<file path="src/rv_pkg.sv">
package rv_pkg;

  // data path and pc width
  localparam int xlen = 64;

  // instruction word width
  localparam int ilen = 32;

  // first fetch address after reset
  localparam logic [xlen-1:0] reset_pc = 64'h0000_0000_8000_0000;

  // major opcodes, inst[6:0]
  typedef enum logic [6:0] {
    op_imm    = 7'b0010011,
    op_lui    = 7'b0110111,
    op_auipc  = 7'b0010111,
    op_jal    = 7'b1101111,
    op_jalr   = 7'b1100111,
    op_system = 7'b1110011,
    // recognised but never executed
    op_store  = 7'b0100011
  } opcode_e;

  // operation handed from decode to execute
  typedef enum logic [7:0] {
    exu_nop    = 8'h00,
    // plain add of two operands
    exu_add    = 8'h01,
    // add with pc as one operand
    exu_add_pc = 8'h10
  } exu_op_e;

  // fetch unit states
  typedef enum logic [1:0] {
    // bus cycle in progress
    st_fetch = 2'b00,
    // one cycle, writeback and pc update
    st_exec  = 2'b01,
    // parked until reset
    st_halt  = 2'b10
  } fetch_state_e;

endpackage

</file>
<file path="src/exu.sv">
module exu
  import rv_pkg::*;
(
  input  logic [xlen-1:0] pc,
  input  logic [xlen-1:0] op1,
  input  logic [xlen-1:0] op2,
  input  logic [xlen-1:0] op1_jump,
  input  logic [xlen-1:0] op2_jump,
  input  exu_op_e         exu_op,
  input  logic            jump,
  output logic [xlen-1:0] rd_data,
  output logic [xlen-1:0] next_pc
);

  logic [xlen-1:0] sum;
  logic [xlen-1:0] jump_sum;
  logic [xlen-1:0] target;
  logic [xlen-1:0] pc_seq;

  // result adder, also builds the link value
  assign sum = op1 + op2;

  // separate target adder so jal and jalr finish in one cycle
  assign jump_sum = op1_jump + op2_jump;
  // jalr needs bit 0 cleared, harmless for jal
  assign target = {jump_sum[xlen-1:1], 1'b0};

  // sequential pc
  assign pc_seq = pc + xlen'(4);

  always_comb begin
    case (exu_op)
      exu_add:    rd_data = sum;
      exu_add_pc: rd_data = sum;
      // ebreak and invalid words produce nothing
      default:    rd_data = '0;
    endcase
  end

  assign next_pc = jump ? target : pc_seq;

endmodule

</file>
<file path="config.mk">
export PLATFORM = sky130hd
export DESIGN_NAME = exu
export DESIGN_NICKNAME = d
export VERILOG_FILES = /design/src/rv_pkg.sv /design/src/exu.sv
export SDC_FILE = /design/constraint.sdc
export NUM_CORES = 1
export LEC_CHECK = 0
export BUFFER_PORTS_ARGS = -buffer_cell sky130_fd_sc_hd__buf_2
export CAP_MARGIN = 5
export CELL_PAD_IN_SITES_DETAIL_PLACEMENT = 1
export CELL_PAD_IN_SITES_GLOBAL_PLACEMENT = 1
export CORE_AREA = 2 2 176 178
export DETAILED_ROUTE_END_ITERATION = 7
export DIE_AREA = 0 0 178 180
export PLACE_DENSITY = 0.85
export SLEW_MARGIN = 0
export SYNTH_ARGS = -nofsm -noshare
export SYNTH_HDL_FRONTEND = slang
export SYNTH_SLANG_ARGS = --single-unit
</file>
<file path="constraint.sdc">
create_clock -name vclk -period 6.3
set_clock_uncertainty 0.1 [all_clocks]
set_input_delay 0.315 -clock vclk [all_inputs]
set_output_delay 0.315 -clock vclk [all_outputs]
set_load 0.03 [all_outputs]
</file>
==> flow_metrics.env <==
export IMPL_outcome="complete, no violations"
export IMPL_routedWlPerCell_um=19.60
export IMPL_number_of_buffers_inserted_by_port_buffering=457
export IMPL_critPathCaptureType="output pin"
export IMPL_postSynthAreaPerCell_um2=6.416
export IMPL_final_setup_violation_count=0
export IMPL_ios=457
export IMPL_ir_drop_uv=44.58
export IMPL_critical_path_peak_fanout=4
export IMPL_cp_required_ns=5.88
export IMPL_max_cap_violations=0
export IMPL_worst_setup_path_startpoint="op1[2]"
export IMPL_slew_viol_final=0
export IMPL_post_cts_setup_buffers=0
export IMPL_cts_resized=0
export IMPL_seq_cells=0
export IMPL_netlist_top_cells_area="ha_1, a21oi_1, xnor2_1"
export IMPL_post_route_period_util_pct=71.69
export IMPL_drt_pass1_iterations=5
export IMPL_design_die_area_um2=32040
export IMPL_final_routed_drc_violation_total=0
export IMPL_synth_yosys_seq_area_share_pct=0
export IMPL_floorplan_die_height_um=180
export IMPL_gp_congestion=0.9582
export IMPL_yosys_cell_types_count=72
export IMPL_seq_power_share_pct=0
export IMPL_ys_warn_count=0
export IMPL_p_int_mw=0.4839
export IMPL_timing_critical_path_from_type="primary input"
export IMPL_min_delay_path_class="in -> out"
export IMPL_globalRoute_totalOverflow=0
export IMPL_worstPathArrival_ns=4.10
export IMPL_drive_gt1_share_pct=26.59
export IMPL_synthCells=1438
export IMPL_relSlewSlack_pct=50.74
export IMPL_routed_wl_um=43850
export IMPL_first_pass_grt_wire_length_um=67110
export IMPL_clkPwrFrac_pct=0
export IMPL_initial_utilization_pct=30.56
export IMPL_final_core_utilization_pct=39.08
export IMPL_synth_net_count=1895
export IMPL_end_point_of_the_worst_hold_path="next_pc[0]"
export IMPL_core_region_area_um2=30190
export IMPL_area_growth_synth_to_final_pct=27.88
export IMPL_grt_total_usage_pct=25.71
export IMPL_hold_path_origin="pc[0]"
export IMPL_nFillCells=4124
export IMPL_switchingPower_mw=0.7892
export IMPL_transition_time_at_the_pin_with_the_least_slew_margin_ns=0.7293
export IMPL_path_class="in -> out"
export IMPL_synth_top_cells_by_count="a21oi_1, nor2_1, ha_1"
export IMPL_first_global_vias=12800
export IMPL_die_width_um=178
export IMPL_route_detailed_vias_per_inst=5.555
export IMPL_synthDominantAreaCellType="ha_1"
export IMPL_finalCriticalPeriod_ns=4.516
export IMPL_nClkBuffers=0
export IMPL_synth_most_common_cell="a21oi_1"
export IMPL_ctsHoldBuffers=0
export IMPL_synth_cell_area_um2=9226
export IMPL_hold_violations=0
export IMPL_drt_antenna_violating_nets=0
export IMPL_nets=2287
export IMPL_cellPowerDensity_nw_per_um2=107.9
export IMPL_routed_via_count=12430
export IMPL_grt_start_max_net_pins=65
export IMPL_hold_depth=3
export IMPL_timing_setup_tns_ns=0
export IMPL_share_comb_of_total_power_pct=100.0
export IMPL_power_share_switching_pct=61.99
export IMPL_rows=64
export IMPL_drtIter0Drc=595
export IMPL_rsz_0062_raised_after_global_routing="false"
export IMPL_dp_hpwl_um=38770
export IMPL_power_leakage_nw=5.886
export IMPL_clock_fmax_mhz=221.4
export IMPL_grt_antenna_before_repair=13
export IMPL_layout_area_seq_um2=0
export IMPL_yosysTopAreaCellShare_pct=17.09
==> critical path: stages <==
cell and delay (ns):
buf_2 0.10, ha_1 0.33, o21ai_0 0.24, nor4_1 0.59, nor2_1 0.20, o221ai_1 0.38
o31ai_2 0.17, o21ai_1 0.28, o21ai_2 0.16, o41ai_2 0.59, a41oi_1 0.23, xor2_1 0.19
nor2_1 0.10, buf_2 0.21
==> kinds of logic after synthesis <==
kind of cell               after synthesis  share of synthesized area, %
AOI/OAI and AO/OA                      491                         33.52
xor gates and xnor gates               180                         17.09
adders and majority gates              128                         17.52
buffers and inverters                  111                         4.584
muxes                                    9                         1.004
and+or+nand+nor                        519                         26.28
==> per-stage QoR <==
step	area (µm²)	setup slack (ns)	total power, mW	hold slack (ns)	cells
after floorplan	9226	2.402	0.8412	0.7269	1438
after global placement	11770	1.895	1.235	0.8950	2224
after detailed placement	11770	1.818	1.256	0.9032	2224
after CTS	11770	1.781	1.264	0.9048	2224
after global routing	11790	1.478	1.382	0.9326	2234
final	11800	1.784	1.273	0.9039	2237
==> worst max-delay path by stage <==
stage	depth (start not counted)	to
3_3_place_gp	15	next_pc[40]
5_1_grt	14	rd_data[61]
6_report	14	rd_data[61]
4_1_cts	14	rd_data[61]
3_5_place_dp	14	rd_data[61]
2_1_floorplan	13	next_pc[40]
==> power groups by stage <==
stage / clock, mW / combinational, mW / sequential (mW)
2_1_floorplan: 0 / 0.841 / 0
3_3_place_gp: 0 / 1.23 / 0
3_5_place_dp: 0 / 1.26 / 0
4_1_cts: 0 / 1.26 / 0
5_1_grt: 0.000000212 / 1.38 / 0
6_report: 0.000000277 / 1.27 / 0
==> layout make-up <==
| cell class | instances | area (µm²) | area share, % |
|---|---|---|---|
| repair buffers | 459 | 2305 | 19.53 |
| diodes | 13 | 32.53 | 0.2757 |
| inverters | 42 | 157.7 | 1.336 |
| multi-input cells | 1327 | 8808 | 74.66 |
| well taps | 396 | 495.5 | 4.199 |
==> per-layer routing <==
metal  track usage, %  vias up  part of all wire (%)
li1                 -     5988                     -
met1            30.83     5936                    42
met2            48.17      431                    50
met3            1.946       69                   5.0
met4            7.377        2                   3.1
met5                0        -                 0.025
==> cells in the final DEF (no fill, tap or decap), types with 15 or more instances in the layout <==
cell type,count
a21oi_1,202
xnor2_1,102
nand4_1,40
o21ai_0,87
ha_1,126
nand2_1,125
nor2_1,182
nand3_1,54
nor3_1,21
o21bai_1,22
inv_1,42
a21o_1,80
and3_1,25
xor2_1,78
nor2b_1,15
buf_2,456
Note: power is estimated with default switching activity, not from simulation.
