## config.mk

```make
export PLATFORM = sky130hd
export DESIGN_NAME = ifu
export DESIGN_NICKNAME = d
export VERILOG_FILES = /design/src/rv_pkg.sv /design/src/ifu.sv
export SDC_FILE = /design/constraint.sdc
export NUM_CORES = 1
export LEC_CHECK = 0
export BUFFER_PORTS_ARGS = -buffer_cell sky130_fd_sc_hd__buf_2
export CAP_MARGIN = 5
export CELL_PAD_IN_SITES_DETAIL_PLACEMENT = 0
export CELL_PAD_IN_SITES_GLOBAL_PLACEMENT = 1
export CORE_AREA = 3 3 120 122
export DETAILED_ROUTE_END_ITERATION = 16
export DIE_AREA = 0 0 123 125
export PLACE_DENSITY_LB_ADDON = 0.1
export SKIP_LAST_GASP = 1
export SLEW_MARGIN = 20
export SYNTH_ARGS = -nofsm -noshare
export SYNTH_HDL_FRONTEND = slang
export SYNTH_SLANG_ARGS = --single-unit
```

## constraint.sdc

```tcl
create_clock -name clk -period 1.75 [get_ports clk]
set_input_delay 0.0875 -clock clk [delete_from_list [all_inputs] [get_ports clk]]
set_output_delay 0.0875 -clock clk [all_outputs]
set_load 0.01 [all_outputs]
```

## src/rv_pkg.sv

```systemverilog
package rv_pkg;

  // data path and pc width
  localparam int xlen = 64;

  // instruction word width
  localparam int ilen = 32;

  // first fetch address after reset
  localparam logic [xlen-1:0] reset_pc = 64'h0000_0000_8000_0000;

  // major opcodes, inst[6:0]
  typedef enum logic [6:0] {
    op_imm    = 7'b0010011,
    op_lui    = 7'b0110111,
    op_auipc  = 7'b0010111,
    op_jal    = 7'b1101111,
    op_jalr   = 7'b1100111,
    op_system = 7'b1110011,
    // recognised but never executed
    op_store  = 7'b0100011
  } opcode_e;

  // operation handed from decode to execute
  typedef enum logic [7:0] {
    exu_nop    = 8'h00,
    // plain add of two operands
    exu_add    = 8'h01,
    // add with pc as one operand
    exu_add_pc = 8'h10
  } exu_op_e;

  // fetch unit states
  typedef enum logic [1:0] {
    // bus cycle in progress
    st_fetch = 2'b00,
    // one cycle, writeback and pc update
    st_exec  = 2'b01,
    // parked until reset
    st_halt  = 2'b10
  } fetch_state_e;

endpackage

```

## src/ifu.sv

```systemverilog
module ifu
  import rv_pkg::*;
(
  input  logic            clk,
  input  logic            rst,
  // wishbone classic instruction bus, read only
  input  logic            ibus_ack,
  input  logic [ilen-1:0] ibus_dat_rd,
  output logic            ibus_cyc,
  output logic            ibus_stb,
  output logic            ibus_we,
  output logic [xlen-1:0] ibus_adr,
  // from decode and execute
  input  logic [xlen-1:0] next_pc,
  input  logic            rd_we,
  input  logic            ebreak,
  input  logic            invalid,
  // to decode
  output logic [xlen-1:0] pc,
  output logic [ilen-1:0] inst,
  // status
  output logic            rd_commit,
  output logic            retire_valid,
  output logic            halted,
  output logic            illegal
);

  fetch_state_e state;
  logic         cyc_q;
  logic         ack_seen;

  // ack only counts inside our own cycle
  assign ack_seen = cyc_q & ibus_ack;

  // cyc and stb always move together
  assign ibus_cyc = cyc_q;
  assign ibus_stb = cyc_q;
  assign ibus_we  = 1'b0;
  // pc only changes in exec, so address is stable while cyc is high
  assign ibus_adr = pc;

  // exec lasts one cycle, so this is one retire per instruction
  assign retire_valid = (state == st_exec);
  // register write only in the exec cycle
  assign rd_commit = retire_valid & rd_we;
  assign halted = (state == st_halt);

  always_ff @(posedge clk) begin
    if (rst) begin
      state   <= st_fetch;
      cyc_q   <= 1'b0;
      pc      <= reset_pc;
      illegal <= 1'b0;
    end else begin
      case (state)
        st_fetch: begin
          if (ack_seen) begin
            // drop the request in the cycle after ack
            cyc_q <= 1'b0;
            state <= st_exec;
          end else begin
            // first fetch after reset raises cyc here
            cyc_q <= 1'b1;
          end
        end
        st_exec: begin
          pc <= next_pc;
          if (ebreak || invalid) begin
            state   <= st_halt;
            // stays set, halt is only left by reset
            illegal <= invalid;
          end else begin
            state <= st_fetch;
            cyc_q <= 1'b1;
          end
        end
        st_halt: begin
          cyc_q <= 1'b0;
        end
        default: begin
          state <= st_halt;
          cyc_q <= 1'b0;
        end
      endcase
    end
  end

  // instruction register, loaded on the ack edge
  always_ff @(posedge clk) begin
    if (ack_seen) begin
      inst <= ibus_dat_rd;
    end
  end

endmodule

```

==> run metrics <==
status=complete, no violations; Detailed Place HPWL=8022 um; RSZ-0062 raised after global routing=false; final instance area=6151 um2; # diodes=0; setup violators final=0; crit path DAT=1.47 ns; Worst Hold Class=in2reg; crit end category=output pin; fin. max-slew vios=0; VDD IR max=350.3 uV; Min Clock Period, post-route=1.554 ns; largest net degree at the start of global routing=66; CP Launch Type=flop; first-pass GRT wire length=17220 um; WHS=0.07145 ns; htree depth=3; R2R setup slack=0.41 ns; Final Skew=0.004949 ns; commonest non-fill, non-tap cell in the layout=buf_2; CTS tree=built; Gate Count Post-Synth=397; routability cong.=0.6810; core area=13300 um2; post-synth cell types=20; multi-input logic area=875.8 um2; max-cap violation count=0; critical path required time=1.66 ns; CP max-delay cell=dfxtp_1; Post-Syn Area=3850 um2; setup TNS=0 ns; gr ovfl total=0; Synth Area in Adders=0; worst hold start=ibus_ack; Chip Width=123 um; worst reg-to-reg path cell count=5; Rows=42; Power Density=850.4 nW/um2; reg2reg start=state[0]; critical path's largest stage delay=0.44 ns; vias in the first global route=3349; I/O Buffers=267; TritonCTS buffer count=9; Synth Area in Compound Gates=0.08872; Hold Crit Depth=3; area delta synth->final=59.77%; hold-fix buffers at CTS=97; clock transition at the registers of the reported paths=0.07 ns; Leak=2.907 nW; insertion delay to the later sink of the worst-skew pair=0.34 ns; Fill cells=1305; warning count from the yosys run=0; initial antenna violation count=0; register area share after synthesis=0.6032; post-synthesis xor/xnor area fraction=0; CTS root buf=clkbuf_16; CP Class=reg2out; sequential cell area=2322 um2; Hold Path End=state[0]; antenna-violating nets left=0; crit-path cells=nand2b_4 -> inv_2 -> and2_1 -> buf_2; starting density of the core=0.2896; R2R Path End=ibus_adr[29]; Nets=792; CP max FO=19; Max Clk Rate=0.6435 GHz; post-CTS sizing=0; Die Area=15380 um2; GRT Util Overall=0.1437; Max Root-Sink Buffers=2; Tcrit/Tclk final=0.8880; drt total wl=11570 um; DRC violations left=0; net count after synthesis=499; Die Y=125 um; number of synthesized register bits=100; Placement Cell Area=4877 um2; Vias per Instance=4.093; simple-gate share of the synthesized area=0.1378; Clock Sinks=100; # Post-CTS Setup Buffers=0; total number of vias=3565; first-iteration detailed-routing DRC count=128; drt first pass iters=4; most frequent cells in the layout=buf_2, nand2_1, dlygate4sd3_1, dfxtp_1, a21oi_1; mux cell area share after synthesis=0; Avg Synthesized Cell Area=9.698 um2; layout cell share with drive strength beyond 1=0.4173; Wirelength per Cell=13.28 um; IO Pins=269; Hold Fails Final Rpt=0; main combinational cell family by area after synthesis=buffers and inverters
-- state kept, by name (all words and copies together) (netlist names) --
signal	flops
state	2
ibus_cyc	1
ibus_adr	64
illegal	1
inst	32
-- logic make-up (layout without fill, tap and decap cells) --
group / count (synthesis) / after routing
flip-flops: 100 / 100
AO/OA/AOI/OAI: 68 / 68
AND/OR/NAND/NOR: 136 / 136
other: 1 / 1
buffers and inverters: 92 / 390
-- report_power, final --
group,switching (mW),leakage (nW),internal (mW),total (mW)
clock,0.883,0.148,1.13,2.01
sequential,0.0499,0.848,2.49,2.54
combinational,0.311,1.91,0.370,0.681
-- critical path, delay by kind of cell (launching register included) --
| family | cells | cell delay, ns |
|---|---|---|
| buf+inv | 2 | 0.41 |
| flops | 1 | 0.44 |
| simple gates | 2 | 0.27 |
-- final cells by class --
type,instances,share of cell area
timing repair buffer,370,0.3926
sequential,100,0.3775
multi-input combinational,205,0.1424
clock buffer,10,0.03723
tap,176,0.03580
clock inverter,6,0.01200
inverter,4,0.002441
-- how the worst max path moves through the flow --
stage / startpoint / end / cells after the start
2_1_floorplan: ibus_cyc / inst[0] / 2
3_3_place_gp: state[0] / ibus_adr[28] / 5
3_5_place_dp: state[0] / ibus_adr[18] / 5
4_1_cts: state[0] / rd_commit / 4
5_1_grt: state[0] / rd_commit / 4
6_report: state[0] / rd_commit / 4
-- metrics by stage --
step	setup WS [ns]	util	power, mW	instances
2_1_floorplan	0.2238	-	2.882	397
3_3_place_gp	0.4421	0.3668	3.107	758
3_5_place_dp	0.4006	0.3668	3.113	758
4_1_cts	0.1499	0.4626	5.336	871
5_1_grt	0.06478	0.4626	5.478	871
6_report	0.1959	0.4626	5.231	871
-- Yosys cell counts (all sizes together) --
cell type    n  area share
nand2      130        0.13
buf         83        0.16
dfxtp       68        0.35
a21oi       65       0.084
edfxtp      32        0.25
clkbuf       5      0.0049
inv          4      0.0039
o21ai        2      0.0026
and2         1      0.0016
conb         1     0.00097
nand2b       1      0.0036
nand3b       1      0.0020
nor2         1     0.00097
nor3         1      0.0013
nor4         1      0.0016
o22ai        1      0.0016
-- layer usage --
layer  vias up  routed length (um)  track usage
met3        17                 942      0.03026
met5         -                   0            0
met2       161                5794       0.2554
met4         0                 249      0.06384
li1       1799                   -            -
met1      1588                4582       0.1637
(Power assumes the default switching activity.)
