[config.mk]
export PLATFORM = sky130hd
export DESIGN_NAME = idu
export DESIGN_NICKNAME = d
export VERILOG_FILES = /design/src/rv_pkg.sv /design/src/idu.sv
export SDC_FILE = /design/constraint.sdc
export NUM_CORES = 1
export LEC_CHECK = 0
export BUFFER_PORTS_ARGS = -buffer_cell sky130_fd_sc_hd__buf_4
export CAP_MARGIN = 20
export CORE_AREA = 2 2 173 175
export DETAILED_ROUTE_END_ITERATION = 10
export DIE_AREA = 0 0 175 177
export GPL_ROUTABILITY_DRIVEN = 0
export PLACE_DENSITY = 0.32
export SYNTH_ARGS = -nofsm -noshare
export SYNTH_HDL_FRONTEND = slang
export SYNTH_SLANG_ARGS = --single-unit
[constraint.sdc]
create_clock -name vclk -period 2.3
set_clock_uncertainty 0.1 [all_clocks]
set_input_delay 0.115 -clock vclk [all_inputs]
set_output_delay 0.115 -clock vclk [all_outputs]
set_load 0.05 [all_outputs]
[src/rv_pkg.sv]
package rv_pkg;

  // data path and pc width
  localparam int xlen = 64;

  // instruction word width
  localparam int ilen = 32;

  // first fetch address after reset
  localparam logic [xlen-1:0] reset_pc = 64'h0000_0000_8000_0000;

  // major opcodes, inst[6:0]
  typedef enum logic [6:0] {
    op_imm    = 7'b0010011,
    op_lui    = 7'b0110111,
    op_auipc  = 7'b0010111,
    op_jal    = 7'b1101111,
    op_jalr   = 7'b1100111,
    op_system = 7'b1110011,
    // recognised but never executed
    op_store  = 7'b0100011
  } opcode_e;

  // operation handed from decode to execute
  typedef enum logic [7:0] {
    exu_nop    = 8'h00,
    // plain add of two operands
    exu_add    = 8'h01,
    // add with pc as one operand
    exu_add_pc = 8'h10
  } exu_op_e;

  // fetch unit states
  typedef enum logic [1:0] {
    // bus cycle in progress
    st_fetch = 2'b00,
    // one cycle, writeback and pc update
    st_exec  = 2'b01,
    // parked until reset
    st_halt  = 2'b10
  } fetch_state_e;

endpackage

[src/idu.sv]
module idu
  import rv_pkg::*;
(
  input  logic [xlen-1:0] pc,
  input  logic [ilen-1:0] inst,
  input  logic [xlen-1:0] rs1_data,
  // register file controls
  output logic [4:0]      rs1_addr,
  output logic [4:0]      rs2_addr,
  output logic            rd_we,
  output logic [4:0]      rd_addr,
  // result operands
  output logic [xlen-1:0] op1,
  output logic [xlen-1:0] op2,
  // jump target operands
  output logic [xlen-1:0] op1_jump,
  output logic [xlen-1:0] op2_jump,
  output exu_op_e         exu_op,
  output logic            jump,
  output logic            ebreak,
  output logic            invalid
);

  opcode_e         opcode;
  logic [4:0]      rd;
  logic [2:0]      funct3;
  logic [4:0]      rs1;
  logic [11:0]     imm_i;
  logic [19:0]     imm_uj;
  logic [xlen-1:0] src_i;
  logic [xlen-1:0] src_u;
  logic [xlen-1:0] src_j;
  logic            inst_addi;
  logic            inst_lui;
  logic            inst_auipc;
  logic            inst_jal;
  logic            inst_jalr;
  logic            type_i;
  logic            type_u;
  logic            type_j;

  // instruction fields
  assign opcode = opcode_e'(inst[6:0]);
  assign rd     = inst[11:7];
  assign funct3 = inst[14:12];
  assign rs1    = inst[19:15];
  assign imm_i  = inst[31:20];
  // shared upper field of u and j formats
  assign imm_uj = inst[31:12];

  // sign extended immediates
  assign src_i = {{(xlen-12){imm_i[11]}}, imm_i};
  assign src_u = {{(xlen-32){imm_uj[19]}}, imm_uj, 12'b0};
  // j immediate is scrambled, bit 0 always zero
  assign src_j = {{(xlen-21){imm_uj[19]}}, imm_uj[19], imm_uj[7:0], imm_uj[8],
                  imm_uj[18:9], 1'b0};

  always_comb begin
    inst_addi  = 1'b0;
    inst_lui   = 1'b0;
    inst_auipc = 1'b0;
    inst_jal   = 1'b0;
    inst_jalr  = 1'b0;
    ebreak     = 1'b0;
    case (opcode)
      op_imm:    inst_addi = (funct3 == 3'b000);
      op_lui:    inst_lui = 1'b1;
      op_auipc:  inst_auipc = 1'b1;
      op_jal:    inst_jal = 1'b1;
      op_jalr:   inst_jalr = (funct3 == 3'b000);
      // exact ebreak word, ecall and csr ops fall through
      op_system: ebreak = (inst[31:7] == 25'h0002000);
      // sd decodes to nothing and ends up invalid
      op_store:  ebreak = 1'b0;
      default:   ebreak = 1'b0;
    endcase
  end

  assign invalid = ~(inst_addi | inst_lui | inst_auipc | inst_jal | inst_jalr | ebreak);

  // format classes, ebreak writes nothing so it is left out of type_i
  assign type_i = inst_addi | inst_jalr;
  assign type_u = inst_lui | inst_auipc;
  assign type_j = inst_jal;

  // only i format reads rs1, nothing here reads rs2
  assign rs1_addr = type_i ? rs1 : 5'd0;
  assign rs2_addr = 5'd0;
  assign rd_we    = type_i | type_u | type_j;
  assign rd_addr  = rd_we ? rd : 5'd0;
  assign jump     = inst_jal | inst_jalr;

  // pc relative results use the pc flavoured add
  always_comb begin
    if (inst_addi || inst_lui) begin
      exu_op = exu_add;
    end else if (inst_auipc || jump) begin
      exu_op = exu_add_pc;
    end else begin
      exu_op = exu_nop;
    end
  end

  always_comb begin
    op1      = '0;
    op2      = '0;
    op1_jump = '0;
    op2_jump = '0;
    case ({type_j, type_u, type_i})
      3'b001: begin
        if (inst_jalr) begin
          // link value pc + 4, target rs1 + imm
          op1      = pc;
          op2      = xlen'(4);
          op1_jump = rs1_data;
          op2_jump = src_i;
        end else begin
          op1 = rs1_data;
          op2 = src_i;
        end
      end
      3'b010: begin
        // lui adds to zero, auipc to pc
        op1 = inst_auipc ? pc : '0;
        op2 = src_u;
      end
      3'b100: begin
        op1      = pc;
        op2      = xlen'(4);
        op1_jump = pc;
        op2_jump = src_j;
      end
      default: begin
        op1 = '0;
        op2 = '0;
      end
    endcase
  end

endmodule

==> impl_metrics.yaml <==
status:
  status: "completed"
critical_path:
  required_ns: 2.09
  worstSetupPathDepth: 6
  end_kind: "output port"
  crit_path_start_kind: "input port"
  cpMaxStageDelayCell: "nor4b_4"
  cpMostUsedCell: "buf_4"
  cp_num_buf_inv: 3
  cp-endpoint: "op1[35]"
  crit_type: "input port to output port"
  crit_start: "inst[12]"
  crit_chain: "buf_4 -> or3_4 -> nor4b_4 -> buf_12 -> a22o_1 -> buf_4"
  crit_family: "simple AND/OR/NAND/NOR gates"
  arrival_ns: 1.96
  path_max_fanout: 53
  slowest_delay_ns: 0.45
floorplan:
  start_util_pct: 9.16
  rows: 63
  die_x_microns: 175
  fp.dieArea_sq_mm: 0.0310
  coreArea_sq_mm: 0.0292
  io_pins: 443
  fp.dieH_microns: 177
final_layout:
  nClkBuffers: 0
  regArea_sq_um: 0
  multi_input_area_sq_mm: 0.00193
  antenna_cells: 0
  seq_cells: 0
  drive_gt1_share_pct: 66.3
  fill_cells: 3344
  syn2layout_area_growth_pct: 121
  layout.nets: 863
timing:
  finalCriticalPeriod_ns: 2.18
  tightest_slew_ns: 0.517
  setup_viol: 0
  relSlewSlack_pct: 65.4
  max_freq_mhz: 460
  hold_viol: 0
  fin_tns_setup_ns: 0
  period_share_pct: 94.6
  final_max_slew_viol_count: 0
  rsz0062_at_grt: "false"
  hold-worst-slack_ns: 0.509
yosys:
  synth-seq-area-share_pct: 0
  synth_top_cell_area_share_pct: 36.3
  synth_top_cell_by_area: "a22o_1"
  syn_area_sq_mm: 0.00268
  yosys-top-cells-count: "a22o_1, buf_4, and2_1"
  syn_avg_cell_area_sq_um: 7.42
  synth_area_leaders: "a22o_1, buf_4, and2_1, a32o_1, a21o_1"
  synth.distinct_cells: 31
  netlist_instances: 361
  synth_warnings: 0
  synth_most_common_cell: "a22o_1"
clock_tree:
  post_cts_buffers: 0
  holdBufCountCts: 0
  post_cts_resized: 0
route:
  drt_first_pass_iters: 4
  drt-total-wl_mm: 20.2
  vias_per_cell: 3.85
  drcViolationCount: 0
  antenna_left: 0
  wl_per_cell_microns: 18.5
  drt_first_iter_violations: 104
  vias: 4202
power:
  leakage_nw: 3.30
  ir_worst_vdd_mv: 0.0605
  powerDensity_mw_per_mm2: 88.0
global_route:
  grt.total_usage_pct: 11.5
  grt_max_degree: 63
  overflow: 0
  grt_pass1_vias: 3987
  antenna_found_initial: 0
  grt_pass1_wl_mm: 27.4
run:
  cap_violations: 0
worst_hold_path:
  hold_path.class: "input port to output port"
placement:
  io_buffers: 432
  hpwl_mm: 16.7
-- worst min-delay path by stage --
stage	from	end	slack (ns)	cells past startpoint
4_1_cts	inst[23]	op2[23]	0.51	3
6_report	inst[23]	op2[23]	0.51	3
3_5_place_dp	inst[8]	rd_addr[1]	0.50	3
3_3_place_gp	inst[8]	rd_addr[1]	0.51	3
2_1_floorplan	inst[16]	ebreak	0.33	2
5_1_grt	inst[10]	rd_addr[3]	0.52	3
-- worst min-delay path, delay by kind of cell --
kind,cells,cell delay (ns)
compound gates,1,0.10
buf+inv,2,0.28
-- kinds of logic after synthesis --
family                 after synthesis  synth area share [%]
muxes                                1                 0.373
other                                1                 0.140
AOI/OAI and AO/OA                  154                  49.8
and+or+nand+nor                     82                  18.7
buffers and inverters              123                  31.0
-- stage by stage --
stage	instance area, sq um	worst slack (ns)	cells	util (%)	total power, mW
after floorplan	2730	-0.0781	371	-	0.205
after global placement	5920	0.127	1091	20.2	0.530
after detailed placement	5920	0.102	1091	20.2	0.527
after CTS	5920	0.101	1091	20.2	0.529
after global routing	5920	0.0492	1091	20.2	0.555
final	5920	0.125	1091	20.2	0.521
-- report_power, final --
part | total (mW) | switching [mW] | internal [mW]
logic | 0.521 | 0.285 | 0.236
registers | 0 | 0 | 0
clock network | 0 | 0 | 0
-- layout by cell type (no fill, tap or decap), types with 2 or more instances in the layout --
cell	n
a21o_1	21
a22o_1	111
a32o_1	17
and2_1	33
buf_12	8
buf_4	445
conb_1	11
nand2_1	23
nand4b_1	2
nor2_1	3
nor4_1	3
nor4b_1	2
nor4b_2	2
o21ai_0	2
-- metal layers --
| layer | up-vias | GRT usage (%) | wire length (microns) |
|---|---|---|---|
| met4 | 0 | 0.347 | 72 |
| met1 | 1971 | 13.5 | 7770 |
| met2 | 256 | 22.8 | 10800 |
| met3 | 2 | 1.89 | 1520 |
| met5 | - | 0 | 0 |
| li1 | 1973 | - | - |
-- final cells by class --
class	instances	area share (%)
timing repair buffer	453	59.1
multi-input combinational	248	32.6
tap	390	8.24
Note: power is estimated with default switching activity, not from simulation.
